--- src/verilog/ecc_pkg.sv ---
package ecc_pkg;

    localparam int DATA_W       = 32;
    localparam int KEY_BITS_DEF = 32;

    typedef logic [DATA_W-1:0] field_t;

    typedef struct packed {
        field_t x;
        field_t y;
    } point_t;

    // field arithmetic unit opcodes
    typedef enum logic [1:0] {
        FAU_ADD = 2'd0,
        FAU_SUB = 2'd1,
        FAU_MUL = 2'd2,
        FAU_DIV = 2'd3
    } fau_op_e;

    typedef struct packed {
        fau_op_e op;
        field_t  opa;
        field_t  opb;
    } fau_req_t;

    // doubling and addition steps are each numbered consecutively
    typedef enum logic [4:0] {
        ST_IDLE = 5'd0,
        DBL_1   = 5'd1,
        DBL_2   = 5'd2,
        DBL_3   = 5'd3,
        DBL_4   = 5'd4,
        DBL_5   = 5'd5,
        DBL_6   = 5'd6,
        DBL_7   = 5'd7,
        DBL_8   = 5'd8,
        DBL_9   = 5'd9,
        DBL_10  = 5'd10,
        DBL_11  = 5'd11,
        DBL_12  = 5'd12,
        ADD_1   = 5'd13,
        ADD_2   = 5'd14,
        ADD_3   = 5'd15,
        ADD_4   = 5'd16,
        ADD_5   = 5'd17,
        ADD_6   = 5'd18,
        ADD_7   = 5'd19,
        ADD_8   = 5'd20,
        ADD_9   = 5'd21
    } step_e;

endpackage

--- src/verilog/ecc_key_scanner.sv ---
module ecc_key_scanner #(
    parameter int KEY_BITS = ecc_pkg::KEY_BITS_DEF
) (
    input  logic                i_clk,
    input  logic                i_reset,
    input  logic                i_start,
    input  logic [KEY_BITS-1:0] i_key,
    input  logic                i_bit_next,
    output logic                o_bit,
    output logic                o_last_bit
);

    localparam int IDX_W = (KEY_BITS > 2) ? $clog2(KEY_BITS) : 1;

    logic [KEY_BITS-1:0] key_q;
    logic [IDX_W-1:0]    idx_q;

    // top bit is the implied leading one, scanning starts below it
    always_ff @(posedge i_clk or posedge i_reset)
    begin
        if (i_reset)
        begin
            idx_q <= '0;
        end
        else if (i_start)
        begin
            idx_q <= IDX_W'(KEY_BITS - 2);
        end
        else if (i_bit_next && (idx_q != '0))
        begin
            idx_q <= idx_q - 1'b1;  // high to low
        end
    end

    always_ff @(posedge i_clk)
    begin
        if (i_start)
        begin
            key_q <= i_key;
        end
    end

    assign o_bit      = key_q[idx_q];
    assign o_last_bit = (idx_q == '0);

endmodule

--- src/verilog/ecc_point_mul.sv ---
module ecc_point_mul #(
    parameter int KEY_BITS = ecc_pkg::KEY_BITS_DEF
) (
    input  logic               i_clk,
    input  logic               i_reset,
    input  logic               i_start,
    input  logic [KEY_BITS-1:0] i_key,
    input  ecc_pkg::point_t    i_base,
    input  ecc_pkg::field_t    i_curve_a,
    output logic               o_fau_req_valid,
    output ecc_pkg::fau_req_t  o_fau_req,
    input  logic               i_fau_done,
    input  ecc_pkg::field_t    i_fau_result,
    output logic               o_done,
    output ecc_pkg::point_t    o_result
);
    import ecc_pkg::*;

    logic    key_bit;
    logic    last_bit;
    logic    bit_next;
    logic    busy;
    logic    wr_en;
    logic    start_ok;
    step_e   step;
    fau_op_e fau_op;
    field_t  opa;
    field_t  opb;

    assign start_ok  = i_start && !busy;  // scanner must not reload mid-run
    assign o_fau_req = '{op: fau_op, opa: opa, opb: opb};

    ecc_key_scanner #(
        .KEY_BITS   (KEY_BITS)
    ) u_scanner (
        .i_clk      (i_clk),
        .i_reset    (i_reset),
        .i_start    (start_ok),
        .i_key      (i_key),
        .i_bit_next (bit_next),
        .o_bit      (key_bit),
        .o_last_bit (last_bit)
    );

    ecc_step_sequencer u_sequencer (
        .i_clk           (i_clk),
        .i_reset         (i_reset),
        .i_start         (i_start),
        .i_bit           (key_bit),
        .i_last_bit      (last_bit),
        .i_fau_done      (i_fau_done),
        .o_fau_req_valid (o_fau_req_valid),
        .o_fau_op        (fau_op),
        .o_step          (step),
        .o_wr_en         (wr_en),
        .o_bit_next      (bit_next),
        .o_done          (o_done),
        .o_busy          (busy)
    );

    ecc_work_regs u_work_regs (
        .i_clk        (i_clk),
        .i_reset      (i_reset),
        .i_start      (i_start),
        .i_busy       (busy),
        .i_base       (i_base),
        .i_curve_a    (i_curve_a),
        .i_step       (step),
        .i_wr_en      (wr_en),
        .i_fau_result (i_fau_result),
        .o_opa        (opa),
        .o_opb        (opb),
        .o_result     (o_result)
    );

endmodule

--- src/verilog/ecc_step_sequencer.sv ---
module ecc_step_sequencer (
    input  logic             i_clk,
    input  logic             i_reset,
    input  logic             i_start,
    input  logic             i_bit,
    input  logic             i_last_bit,
    input  logic             i_fau_done,
    output logic             o_fau_req_valid,
    output ecc_pkg::fau_op_e o_fau_op,
    output ecc_pkg::step_e   o_step,
    output logic             o_wr_en,
    output logic             o_bit_next,
    output logic             o_done,
    output logic             o_busy
);
    import ecc_pkg::*;

    step_e state;
    step_e state_next;
    logic  req_q;
    logic  done_q;
    logic  op_end;
    logic  take_add;
    logic  bit_end;

    assign op_end   = (state == DBL_12) || (state == ADD_9);
    assign take_add = (state == DBL_12) && i_bit;       // set bit adds P after doubling
    assign bit_end  = i_fau_done && op_end && !take_add;

    always_comb
    begin
        state_next = state;
        case (state)
            ST_IDLE:
            begin
                if (i_start)
                begin
                    state_next = DBL_1;
                end
            end
            default:
            begin
                if (i_fau_done)
                begin
                    if (take_add)
                    begin
                        state_next = ADD_1;
                    end
                    else if (op_end)
                    begin
                        state_next = i_last_bit ? ST_IDLE : DBL_1;
                    end
                    else
                    begin
                        state_next = step_e'(state + 5'd1);
                    end
                end
            end
        endcase
    end

    always_ff @(posedge i_clk or posedge i_reset)
    begin
        if (i_reset)
        begin
            state  <= ST_IDLE;
            req_q  <= 1'b0;
            done_q <= 1'b0;
        end
        else
        begin
            state  <= state_next;
            // one strobe on entry to every step
            req_q  <= (state == ST_IDLE) ? i_start : (i_fau_done && state_next != ST_IDLE);
            done_q <= bit_end && i_last_bit;
        end
    end

    always_comb
    begin
        case (state)
            DBL_1, DBL_7, DBL_11, ADD_4, ADD_8:
                o_fau_op = FAU_MUL;
            DBL_6, ADD_3:
                o_fau_op = FAU_DIV;
            DBL_8, DBL_9, DBL_10, DBL_12, ADD_1, ADD_2, ADD_5, ADD_6, ADD_7, ADD_9:
                o_fau_op = FAU_SUB;
            default:
                o_fau_op = FAU_ADD;  // dbl 2 to 5, idle
        endcase
    end

    assign o_fau_req_valid = req_q;
    assign o_wr_en         = i_fau_done && (state != ST_IDLE);
    assign o_bit_next      = bit_end && !i_last_bit;
    assign o_done          = done_q;
    assign o_busy          = (state != ST_IDLE);
    assign o_step          = state;

endmodule

--- src/verilog/ecc_work_regs.sv ---
module ecc_work_regs (
    input  logic            i_clk,
    input  logic            i_reset,
    input  logic            i_start,
    input  logic            i_busy,
    input  ecc_pkg::point_t i_base,
    input  ecc_pkg::field_t i_curve_a,
    input  ecc_pkg::step_e  i_step,
    input  logic            i_wr_en,
    input  ecc_pkg::field_t i_fau_result,
    output ecc_pkg::field_t o_opa,
    output ecc_pkg::field_t o_opb,
    output ecc_pkg::point_t o_result
);
    import ecc_pkg::*;

    typedef enum logic [2:0] {
        SRC_X1, SRC_Y1, SRC_X2, SRC_Y2, SRC_R1, SRC_R2, SRC_X3, SRC_A
    } src_e;

    typedef enum logic [2:0] {
        DST_NONE, DST_R1, DST_R2, DST_X3, DST_ACC
    } dst_e;

    point_t acc;
    point_t base;
    field_t curve_a;
    field_t r1;
    field_t r2;
    field_t x3;
    field_t src_val [0:7];
    src_e   sel_a;
    src_e   sel_b;
    dst_e   dst;
    logic   load;

    assign load = i_start && !i_busy;

    always_comb
    begin
        case (i_step)
            DBL_1:   {sel_a, sel_b, dst} = {SRC_X1, SRC_X1, DST_R1};
            DBL_2:   {sel_a, sel_b, dst} = {SRC_R1, SRC_R1, DST_R2};
            DBL_3:   {sel_a, sel_b, dst} = {SRC_R1, SRC_R2, DST_R1};
            DBL_4:   {sel_a, sel_b, dst} = {SRC_R1, SRC_A,  DST_R1};
            DBL_5:   {sel_a, sel_b, dst} = {SRC_Y1, SRC_Y1, DST_R2};  // 2y
            DBL_6:   {sel_a, sel_b, dst} = {SRC_R1, SRC_R2, DST_R1};  // lambda
            DBL_7:   {sel_a, sel_b, dst} = {SRC_R1, SRC_R1, DST_R2};
            DBL_8:   {sel_a, sel_b, dst} = {SRC_R2, SRC_X1, DST_R2};
            DBL_9:   {sel_a, sel_b, dst} = {SRC_R2, SRC_X1, DST_X3};
            DBL_10:  {sel_a, sel_b, dst} = {SRC_X1, SRC_X3, DST_R2};
            DBL_11:  {sel_a, sel_b, dst} = {SRC_R1, SRC_R2, DST_R2};
            DBL_12:  {sel_a, sel_b, dst} = {SRC_R2, SRC_Y1, DST_ACC};
            ADD_1:   {sel_a, sel_b, dst} = {SRC_X2, SRC_X1, DST_R1};
            ADD_2:   {sel_a, sel_b, dst} = {SRC_Y2, SRC_Y1, DST_R2};
            ADD_3:   {sel_a, sel_b, dst} = {SRC_R2, SRC_R1, DST_R1};  // lambda
            ADD_4:   {sel_a, sel_b, dst} = {SRC_R1, SRC_R1, DST_R2};
            ADD_5:   {sel_a, sel_b, dst} = {SRC_R2, SRC_X1, DST_R2};
            ADD_6:   {sel_a, sel_b, dst} = {SRC_R2, SRC_X2, DST_X3};
            ADD_7:   {sel_a, sel_b, dst} = {SRC_X1, SRC_X3, DST_R2};
            ADD_8:   {sel_a, sel_b, dst} = {SRC_R1, SRC_R2, DST_R2};
            ADD_9:   {sel_a, sel_b, dst} = {SRC_R2, SRC_Y1, DST_ACC};
            default: {sel_a, sel_b, dst} = {SRC_X1, SRC_X1, DST_NONE};
        endcase
    end

    assign src_val[SRC_X1] = acc.x;
    assign src_val[SRC_Y1] = acc.y;
    assign src_val[SRC_X2] = base.x;
    assign src_val[SRC_Y2] = base.y;
    assign src_val[SRC_R1] = r1;
    assign src_val[SRC_R2] = r2;
    assign src_val[SRC_X3] = x3;
    assign src_val[SRC_A]  = curve_a;

    assign o_opa = src_val[sel_a];
    assign o_opb = src_val[sel_b];

    // accumulator starts at P for the implied leading one
    always_ff @(posedge i_clk or posedge i_reset)
    begin
        if (i_reset)
        begin
            acc <= '0;
        end
        else if (load)
        begin
            acc <= i_base;
        end
        else if (i_wr_en && (dst == DST_ACC))
        begin
            acc <= '{x: x3, y: i_fau_result};  // y3 lands with x3
        end
    end

    always_ff @(posedge i_clk)
    begin
        if (load)
        begin
            base    <= i_base;
            curve_a <= i_curve_a;
        end
        if (i_wr_en)
        begin
            case (dst)
                DST_R1:  r1 <= i_fau_result;
                DST_R2:  r2 <= i_fau_result;
                DST_X3:  x3 <= i_fau_result;
                default: ;
            endcase
        end
    end

    assign o_result = acc;

endmodule
--- config.mk ---
export PLATFORM = sky130hd
export DESIGN_NAME = ecc_point_mul
export DESIGN_NICKNAME = d
export VERILOG_FILES = /design/src/verilog/ecc_pkg.sv /design/src/verilog/ecc_key_scanner.sv /design/src/verilog/ecc_point_mul.sv /design/src/verilog/ecc_step_sequencer.sv /design/src/verilog/ecc_work_regs.sv
export SDC_FILE = /design/constraint.sdc
export NUM_CORES = 1
export LEC_CHECK = 0
export BUFFER_PORTS_ARGS = -buffer_cell sky130_fd_sc_hd__clkbuf_2
export CAP_MARGIN = 10
export CORE_ASPECT_RATIO = 1.4
export CORE_MARGIN = 2
export CORE_UTILIZATION = 55
export DETAILED_ROUTE_END_ITERATION = 7
export PLACE_DENSITY = 0.87
export SLEW_MARGIN = 20
export SYNTH_ARGS = -nofsm -noshare
export SYNTH_HDL_FRONTEND = slang
export SYNTH_SLANG_ARGS = --single-unit
--- constraint.sdc ---
create_clock -name i_clk -period 6.6 [get_ports i_clk]
set_clock_uncertainty 0.05 [all_clocks]
set_input_delay 0.99 -clock i_clk [delete_from_list [all_inputs] [get_ports i_clk]]
set_output_delay 0.99 -clock i_clk [all_outputs]
set_load 0.01 [all_outputs]
# [Word-level counts from Yosys, hierarchy flattened]
# Memories as Yosys holds them, arrays and structs flattened.
# Index checks and enable logic that the tools add are counted.
[word_totals] ff_bits=300 mem_bits_ro=352 out_inout_bits=132 n_memories=2
[memory_table] memory="(no name shown)" depth=32 word_bits=9 rd=1 rd_clocked_by_memory_dff=0 wr=0 line="ecc_work_regs.sv:41" text="case (i_step)"
[memory_table] memory="(no name shown)" depth=32 word_bits=2 rd=1 rd_clocked_by_memory_dff=0 wr=0 line="ecc_step_sequencer.sv:81" text="case (state)"
[classes] n_addsub=2 order_cmp=3 n_eq_ne=6 n_mux=19 n_bitwise=2 n_reduce_logical=24
[ops] operator="binary-select mux 32 bit (select 3 bit)" count=2
[ops] operator="2-to-1 mux 32 bit" count=4
[ops] operator="2-to-1 mux 64 bit" count=2
[ops] operator="2-to-1 mux 5 bit" count=7
[ops] operator="nonzero test 5 bit" count=3
[ops] operator="logical AND 1 bit" count=10
[ops] operator="logical NOT 5 bit" count=2
[ops] operator="greater-or-equal comparator 4 bit, second input constant" count=2
[ops] operator="inverter 3 -> 4 bit" count=2
[ops] operator="== test 3 x 2 -> 1 bit, second input constant" count=2
[ops] operator="< comparator 5 x 6 -> 1 bit, second input constant" count=1
[ops] operator="AND reduction 2 bit" count=3
[ops] operator="adder 5 x 1 -> 5 bit, second input constant" count=1
[ops] operator="binary-select mux 1 bit (select 5 bit)" count=1
[ops] operator="== test 5 x 4 -> 1 bit, second input constant" count=1
[ops] operator="== test 5 bit, second input constant" count=1
[ops] operator="subtractor 5 x 1 -> 5 bit, second input constant" count=1
[ops] operator="nonzero test 2 bit" count=2
[ops] operator="== test 3 x 1 -> 1 bit, second input constant" count=1
[ops] operator="== test 3 bit, second input constant" count=1
[ops] operator="logical NOT 1 bit" count=3
[ops] operator="2-to-1 mux 1 bit" count=3
[ops] operator="logical OR 1 bit" count=1

# [Longest topological paths before layout]
# Gate-level depths: netlist (run 1).
[logic_depth] ltp_word=9 depth_mapped=11

# [Cells and area by module]
# A second synthesis (run 1) with hierarchy kept.
[unflattened] cells_unflattened=1388 area_unflattened_um2=15811.4
[modules_own_cells] mod="ecc_work_regs" instances=1 cells_each=1209 area_each_um2=13556.8 seq_area_each_um2=7367.1
[modules_own_cells] mod="ecc_key_scanner" instances=1 cells_each=96 area_each_um2=1559.0 seq_area_each_um2=1086.0
[modules_own_cells] mod="ecc_step_sequencer" instances=1 cells_each=82 area_each_um2=681.9 seq_area_each_um2=175.2
[modules_own_cells] mod="ecc_point_mul" instances=1 cells_each=1 area_each_um2=13.8 seq_area_each_um2=0.0

# [Least setup slack after synthesis (run 1)]
# No wires, ideal clock.
[synth_path] path_kind="reg2reg" from="register u_sequencer.state[1], in the netlist u_sequencer.o_step[1]" to="register u_work_regs.acc (netlist bit u_work_regs.o_result[0])" setup_ps=136 t_arrival_ps=5623 required_time_ps=6414 slack_ps=791 path_stages_with_launch=9 synth_period_minus_slack_ps=5809 cell_sequence="dfrtp_1 inv_1 ha_1 nor2b_1 nand3_1 inv_4 clkbuf_1 mux2i_1 o21ai_0"
[synth_between] elab_chain_len=4 word_cells_on_any_way=9
[synth_rtl] item="from (decl)" line="ecc_step_sequencer.sv:18" text="step_e state;"
[synth_rtl] item="from (signal assigned)" line="ecc_step_sequencer.sv:72" text="state <= state_next;"
[synth_rtl] item="nonzero test 5 bit (*)" line="ecc_step_sequencer.sv:97" text="assign o_busy = (state != ST_IDLE);"
[synth_rtl] item="logical NOT 1 bit (*)"
[synth_rtl] item="logical AND 1 bit (*)"
[synth_rtl] item="net start_ok" line="ecc_point_mul.sv:24" text="logic start_ok;"
[synth_rtl] item="2-to-1 mux 64 bit or nonzero test 2 bit (tied branches)"
[synth_rtl] item="to (signal assigned)" line="ecc_work_regs.sv:88" text="acc <= i_base;"
[synth_rtl] item="to (signal assigned)" line="ecc_work_regs.sv:92" text="acc <= '{x: x3, y: i_fau_result};"
[synth_rtl] item="to (decl)" line="ecc_work_regs.sv:25" text="point_t acc;"
# Mark *: on every way through the listed nets, which the timed path passes. The rest lies on a longest branch.
# A chain may end at the register's enable or synchronous reset.

==> results of run 1 <==
[power by group]
| part | switching (mW) | internal, mW |
|---|---|---|
| combinational | 2.70 | 2.34 |
| clock | 0.688 | 0.940 |
| sequential | 0.391 | 2.47 |
| total | 3.78 | 5.74 |
[final cells by class]
cell class                 instances  share of cell area (%)
antenna                            3                 0.04227
clock buffer                      41                   4.396
clock inverter                    12                  0.7750
inverter                          10                  0.2607
multi-input combinational        658                   34.39
sequential                       300                   48.58
tap                              365                   2.572
timing repair buffer             307                   8.983
[metal layers]
metal  vias to the layer above  global-route usage (%)  wire [µm]
li1                       4533                       -          -
met1                      5005                   29.96      13800
met2                       422                   46.19      19920
met3                       114                   5.534       2679
met4                        10                   12.09       1686
met5                         -                       0         66
[worst min-delay path, stage by stage (launching register included)]
cell and delay [ns]:
sky130_fd_sc_hd__dfrtp_1 0.38, sky130_fd_sc_hd__nand2_1 0.05, sky130_fd_sc_hd__o21ai_0 0.06
[cells in the mapped netlist, types with 10 or more instances]
cell type / number / area, µm²
sky130_fd_sc_hd__nor2_1: 16 / 60.06
sky130_fd_sc_hd__a21oi_1: 13 / 65.06
sky130_fd_sc_hd__clkbuf_1: 10 / 37.54
sky130_fd_sc_hd__mux2_2: 92 / 1036
sky130_fd_sc_hd__mux4_2: 32 / 720.7
sky130_fd_sc_hd__nand2_1: 84 / 315.3
sky130_fd_sc_hd__mux2i_1: 262 / 2623
sky130_fd_sc_hd__dfrtp_1: 76 / 1902
sky130_fd_sc_hd__buf_4: 23 / 172.7
sky130_fd_sc_hd__o21ai_0: 78 / 390.4
sky130_fd_sc_hd__nand3_1: 10 / 50.05
sky130_fd_sc_hd__buf_2: 33 / 165.2
sky130_fd_sc_hd__edfxtp_1: 224 / 6726
[final timing paths]
| path | endpoint | cells after the start | slack (ns) | startpoint |
|---|---|---|---|---|
| min | u_work_regs.o_result[55]$_DFFE_PP0P_ | 2 | 0.48 | u_work_regs.o_result[55]$_DFFE_PP0P_ |
| max | o_fau_req[48] | 6 | 1.75 | u_sequencer.o_step[3]$_DFF_PP0_ |
| min in group asynchronous | u_work_regs.o_result[19]$_DFFE_PP0P_ | 2 | 0.51 | i_reset |
| max reg2reg | u_work_regs.o_result[58]$_DFFE_PP0P_ | 8 | 2.68 | u_sequencer.o_step[1]$_DFF_PP0_ |
| min reg2reg | u_work_regs.o_result[55]$_DFFE_PP0P_ | 2 | 0.48 | u_work_regs.o_result[55]$_DFFE_PP0P_ |
| max in group asynchronous | u_work_regs.o_result[0]$_DFFE_PP0P_ | 3 | 4.86 | i_reset |
[placed cells by master, fill, tap and decap left out, types with 13 or more instances in the layout]
cell and count:
sky130_fd_sc_hd__clkbuf_16 29, sky130_fd_sc_hd__clkbuf_2 295, sky130_fd_sc_hd__dfrtp_1 76, sky130_fd_sc_hd__edfxtp_1 224, sky130_fd_sc_hd__mux2_2 92, sky130_fd_sc_hd__mux2i_1 262, sky130_fd_sc_hd__mux4_2 32, sky130_fd_sc_hd__nand2_1 84
sky130_fd_sc_hd__nor2_1 13, sky130_fd_sc_hd__o21ai_0 78
[state kept, by name, summed over array words and instances (netlist names)]
register                     flops
u_sequencer.o_fau_req_valid      1
u_work_regs.r1                  32
u_scanner.key_q                 32
u_sequencer.o_done               1
u_work_regs.o_result            64
u_work_regs.r2                  32
u_sequencer.o_step               5
u_work_regs.base                64
u_work_regs.curve_a             32
u_scanner.idx_q                  5
u_work_regs.x3                  32
[cell families after synthesis]
logic type | share of synthesized area (%)
AOI/OAI and AO/OA | 4.375
xor gates and xnor gates | 0.05802
adders and majority gates | 0.6629
buffers and inverters | 3.066
DFF | 57.14
muxes | 30.69
and+or+nand+nor | 4.002
[through the flow]
stage / cells / instance area [µm²] / utilization [%] / total power [mW] / hold slack, ns
after CTS: 1693 / 17750 / 65.94 / 9.582 / 0.4822
after global routing: 1694 / 17750 / 65.96 / 10.03 / 0.5084
after floorplan: 1038 / 15100 / - / 6.258 / 0.4228
after detailed placement: 1640 / 16830 / 62.53 / 7.928 / 0.4678
final: 1696 / 17760 / 65.98 / 9.522 / 0.4788
after global placement: 1640 / 16830 / 62.53 / 7.813 / 0.4604
==> qor.log, run 1 <==
[global_route] Total Routing Usage GR 25.99%
[power] cell leakage power 7.911 nW
[floorplanning] die boundary height 200.1 µm
[global_route] final global-route overflow total 0
[final_layout] sequential cell area in the final layout 8628 µm²
[logic_synthesis] Syn Area/Cell 14.55 µm²
[sta] minimum clock period after layout 4.851 ns
[worst_setup_path] CP Buf/Inv Count 2
[floorplanning] die span in x 144.0 µm
[sta] max-slew violation count 0
[logic_synthesis] synthesized cell area 15,100 µm²
[clock_tree] H-tree depth 1
[clock_tree] Setup Fix Bufs, Post-CTS 0
[clock_tree] maximum clock path buffer count 3
[final_layout] synth-to-layout area growth 17.62%
[logic_synthesis] Synthesis Warnings 0
[worst_setup_path] Setup crit start kind register
[placement] routability congestion estimate from global placement 0.8798
[routing] ANT nets after route 0
[floorplanning] die outline area 28,810 µm²
[floorplanning] initial standard-cell utilization of the core 56.10%
[clock_tree] CTS Hold Buffers Added 0
[logic_synthesis] sequential-to-total area share from yosys stat 57.14%
[sta] hold violation count in the final report 0
[final_layout] area occupied by multi-input gates 6107 µm²
[power] Max IR drop VDD 0.3437 mV
[status] result of the run finished, final reports clean
[sta] Final WS setup 1.749 ns
[min_path] path class of the lowest-slack min-delay path register to register
[routing] first-pass detailed-route iteration total 5
[sta] max_slew headroom 27.19%
[worst_setup_path] gate family responsible for the most delay along the worst path flip-flops
[sta] number of setup violations in the final report 0
[final_layout] final layout net count 1,478
[clock_tree] post_cts resized 0
[clock_tree] Reg clk slew, reported paths 0.06 ns
[sta] final period utilization 73.51%
[routing] DR vias/cell 5.946
[logic_synthesis] flip-flop and latch count after synthesis 300
[placement] Placement Setup Slack 2.333 ns
[worst_setup_path] Critical Path Fanout Max 64
[routing] DRT iter0 DRCs 720
[routing] Total Wirelength 38.15 mm
[run] Max Cap Viol 0
[worst_setup_path] Critical Setup Path Class register to primary output
[global_route] largest net degree at the start of global routing 127
[floorplanning] core footprint 26,920 µm²
[final_layout] fraction of layout cells with a size suffix above 1 36.60%
[sta] final-layout setup total negative slack 0 ns
[clock_tree] TritonCTS Sinks 300
[logic_synthesis] Top FF cell, synth sky130_fd_sc_hd__edfxtp_1
[clock_tree] CTS tree yes
[logic_synthesis] Post-Syn Instances 1,038
[clock_tree] master cell of the clock root buffer sky130_fd_sc_hd__clkbuf_16
[worst_setup_path] critical path's largest stage delay 0.98 ns
[worst_setup_path] WP data required 5.56 ns
[placement] IO Port Bufs 295
[logic_synthesis] number of distinct library cells after synthesis 56
[worst_setup_path] Critical Path, Cell by Cell inv_1 -> nand2_1 -> o22a_4 -> mux4_2 -> mux2_2 -> clkbuf_2
[placement] total half-perimeter wirelength after legalization and detailed placement 25.17 mm
[logic_synthesis] Post-synth EDFFs 224
[sta] RSZ-0062 raised after global routing false
[logic_synthesis] synthesized net count 1,210
[logic_synthesis] fraction of registers with async set or reset after synthesis 25.33%
[final_layout] fillers 1,929
[sta] timing-limited maximum frequency 206.1 MHz
[worst_setup_path] Critical Path AT 3.81 ns
[sta] transition at the pin with the smallest max-transition slack 1.090 ns
[global_route] antenna violations before repair 8
[routing] Routed wire per std cell 22.49 µm
[global_route] number of global-route vias before repair 10,240
[worst_setup_path] category of the worst setup path capture point primary output
[floorplanning] num ports 296
[routing] total DRC errors in the routed layout 0
[global_route] global-route wire length before repair 56.49 mm
[worst_setup_path] Critical Path Slowest Stage Cell sky130_fd_sc_hd__dfrtp_1
[clock_tree] Clk Latency, worst-skew pair 0.54 ns
[floorplanning] number of rows in the core area 71
[clock_tree] TritonCTS Buffers 29
[power] power density over the cells 536.2 nW/µm²
[routing] total number of vias 10,080
Power figures use the tool's default switching activity.
==> run 2: changes to the inputs <==
Settings changed: CORE_UTILIZATION 55 to 50, PLACE_DENSITY 0.87 to 0.83.
Clock period 6.6 ns to 4.3 ns, I/O delays scaled along.
==> qor.log, run 2 (same netlist as run 1, synthesis figures left out) <==
[sta] final period utilization 95.88%
[worst_setup_path] Setup crit start kind register
[global_route] global-route wire length before repair 59.31 mm
[sta] transition at the pin with the smallest max-transition slack 0.8239 ns
[worst_setup_path] WP data required 3.61 ns
[sta] number of setup violations in the final report 0
[routing] total DRC errors in the routed layout 0
[worst_setup_path] Critical Setup Path Class register to primary output
[clock_tree] CTS tree yes
[routing] Routed wire per std cell 22.84 µm
[floorplanning] num ports 296
[worst_setup_path] CP Buf/Inv Count 2
[global_route] Total Routing Usage GR 24.64%
[worst_setup_path] gate family responsible for the most delay along the worst path flip-flops
[routing] routed length on met3 2.665 mm
[sta] RSZ-0062 raised after global routing false
[global_route] largest net degree at the start of global routing 69
[sta] max_slew headroom 45.08%
[sta] Final WS setup 0.1771 ns
[sta] worst hold slack after final layout 0.2027 ns
[clock_tree] H-tree depth 1
[routing] ANT nets after route 0
[global_route] number of global-route vias before repair 10,600
[sta] final-layout setup total negative slack 0 ns
[worst_setup_path] Critical Path, Cell by Cell and2b_1 -> nand3_4 -> buf_12 -> mux4_2 -> mux2_2 -> clkbuf_2
[routing] Post-Route M1 WL 14.95 mm
[sta] hold violation count in the final report 0
[placement] IO Port Bufs 295
[clock_tree] Reg clk slew, reported paths 0.06 ns
[final_layout] area occupied by multi-input gates 6115 µm²
[clock_tree] master cell of the clock root buffer sky130_fd_sc_hd__clkbuf_16
[routing] first-pass detailed-route iteration total 5
[power] cell leakage power 8.073 nW
[worst_setup_path] critical path's largest stage delay 0.88 ns
[min_path] path class of the lowest-slack min-delay path primary input to async pin
[global_route] final global-route overflow total 0
[routing] DR vias/cell 5.870
[worst_setup_path] Critical Path Fanout Max 25
[worst_setup_path] Critical Path Slowest Stage Cell sky130_fd_sc_hd__dfrtp_1
[floorplanning] die span in x 150.9 µm
[clock_tree] Clk Latency, worst-skew pair 0.54 ns
[floorplanning] core footprint 29,840 µm²
[global_route] antenna violations before repair 6
[final_layout] final layout net count 1,490
[power] power density over the cells 834.2 nW/µm²
[routing] highest routing layer actually used met5
[sta] timing-limited maximum frequency 242.6 MHz
[routing] total number of vias 10,140
[routing] Total Wirelength 39.45 mm
[floorplanning] initial standard-cell utilization of the core 50.60%
[worst_setup_path] Critical Path AT 3.43 ns
[final_layout] fraction of layout cells with a size suffix above 1 37.84%
[clock_tree] TritonCTS Sinks 300
[worst_setup_path] category of the worst setup path capture point primary output
[worst_setup_path] worst reg2reg setup slack 1.07 ns
[placement] Placement Setup Slack 0.6892 ns
[clock_tree] TritonCTS Buffers 29
[status] result of the run finished, final reports clean
[sta] max-slew violation count 0
[routing] DRT iter0 DRCs 745
[routing] Met2 Wirelength 20.36 mm
[final_layout] fillers 2,326
[floorplanning] number of rows in the core area 75
[final_layout] sequential cell area in the final layout 8630 µm²
[placement] total half-perimeter wirelength after legalization and detailed placement 26.65 mm
[power] Max IR drop VDD 0.5161 mV
[clock_tree] maximum clock path buffer count 3
[run] Max Cap Viol 0
[floorplanning] die outline area 31,620 µm²
[final_layout] commonest cells after routing, fill and taps aside 295 x sky130_fd_sc_hd__clkbuf_2, 262 x sky130_fd_sc_hd__mux2i_1, 224 x sky130_fd_sc_hd__edfxtp_1
[floorplanning] die boundary height 209.6 µm
[final_layout] leading cell type in the layout, fill and taps excluded sky130_fd_sc_hd__clkbuf_2
[sta] minimum clock period after layout 4.123 ns
[final_layout] synth-to-layout area growth 19.87%
[placement] routability congestion estimate from global placement 0.8727
run 2: cell types whose count changed in the layout (fill, tap and decap cells not counted), sizes merged:
cell	change
buf	+12
clkbuf	-4
bufinv	+3
clkinv	+3
clkinvlp	-1
diode	-1
inv	-1
run 2: stage by stage:
| step | util [%] | instances | total power, mW | instance area, µm² |
|---|---|---|---|---|
| 4_1_cts | 60.61 | 1725 | 15.17 | 18090 |
| 6_report | 60.65 | 1727 | 15.10 | 18100 |
| 5_1_grt | 60.65 | 1726 | 15.89 | 18100 |
| 3_5_place_dp | 57.12 | 1672 | 12.38 | 17050 |
| 2_1_floorplan | - | 1038 | 9.599 | 15100 |
| 3_3_place_gp | 57.12 | 1672 | 12.23 | 17050 |
run 2: layout make-up:
cell class | count | share of cell area, %
Antenna cell | 2 | 0.02765
Multi-Input combinational cell | 658 | 33.78
Clock inverter | 16 | 1.244
Sequential cell | 300 | 47.68
Tap cell | 385 | 2.661
Inverter | 10 | 0.2558
Timing Repair Buffer | 319 | 9.844
Clock buffer | 37 | 4.507
run 2: path summary, 6_finish.rpt:
check	cells after the start	end	from
max	6	o_fau_req[37]	u_sequencer.o_step[4]$_DFF_PP0_
min reg2reg	1	u_scanner.idx_q[4]$_DFFE_PP0P_	u_scanner.idx_q[4]$_DFFE_PP0P_
min	3	u_work_regs.o_result[2]$_DFFE_PP0P_	i_reset
min in group i_clk	1	u_work_regs.curve_a[30]$_DFFE_PP_	i_curve_a[30]
max reg2reg	8	u_work_regs.o_result[9]$_DFFE_PP0P_	u_sequencer.o_step[1]$_DFF_PP0_
max in group asynchronous	3	u_sequencer.o_step[2]$_DFF_PP0_	i_reset
run 2: report_power, final:
group	switching [mW]	leakage, nW	internal, mW
combinational	4.24	4.57	3.72
clock	1.07	0.517	1.69
sequential	0.597	2.99	3.79
total	5.90	8.07	9.20
run 2: worst min-delay path: stages:
cell and delay (ns):
sky130_fd_sc_hd__clkbuf_2 0.09, sky130_fd_sc_hd__clkinv_2 0.05, sky130_fd_sc_hd__buf_4 0.48
run 2: layer usage:
layer	global-route usage [%]	up-vias
met5	0	-
met4	9.410	6
met3	4.761	92
met2	43.31	392
met1	29.82	5088
li1	-	4560
run 2: repair_timing:
| action | CTS | global route |
|---|---|---|
| resized for setup | 0 | 2 |
| setup endpoints to repair | 0 | 13 |
| hold buffers | 0 | 0 |
| buffers inserted | 0 | 0 |
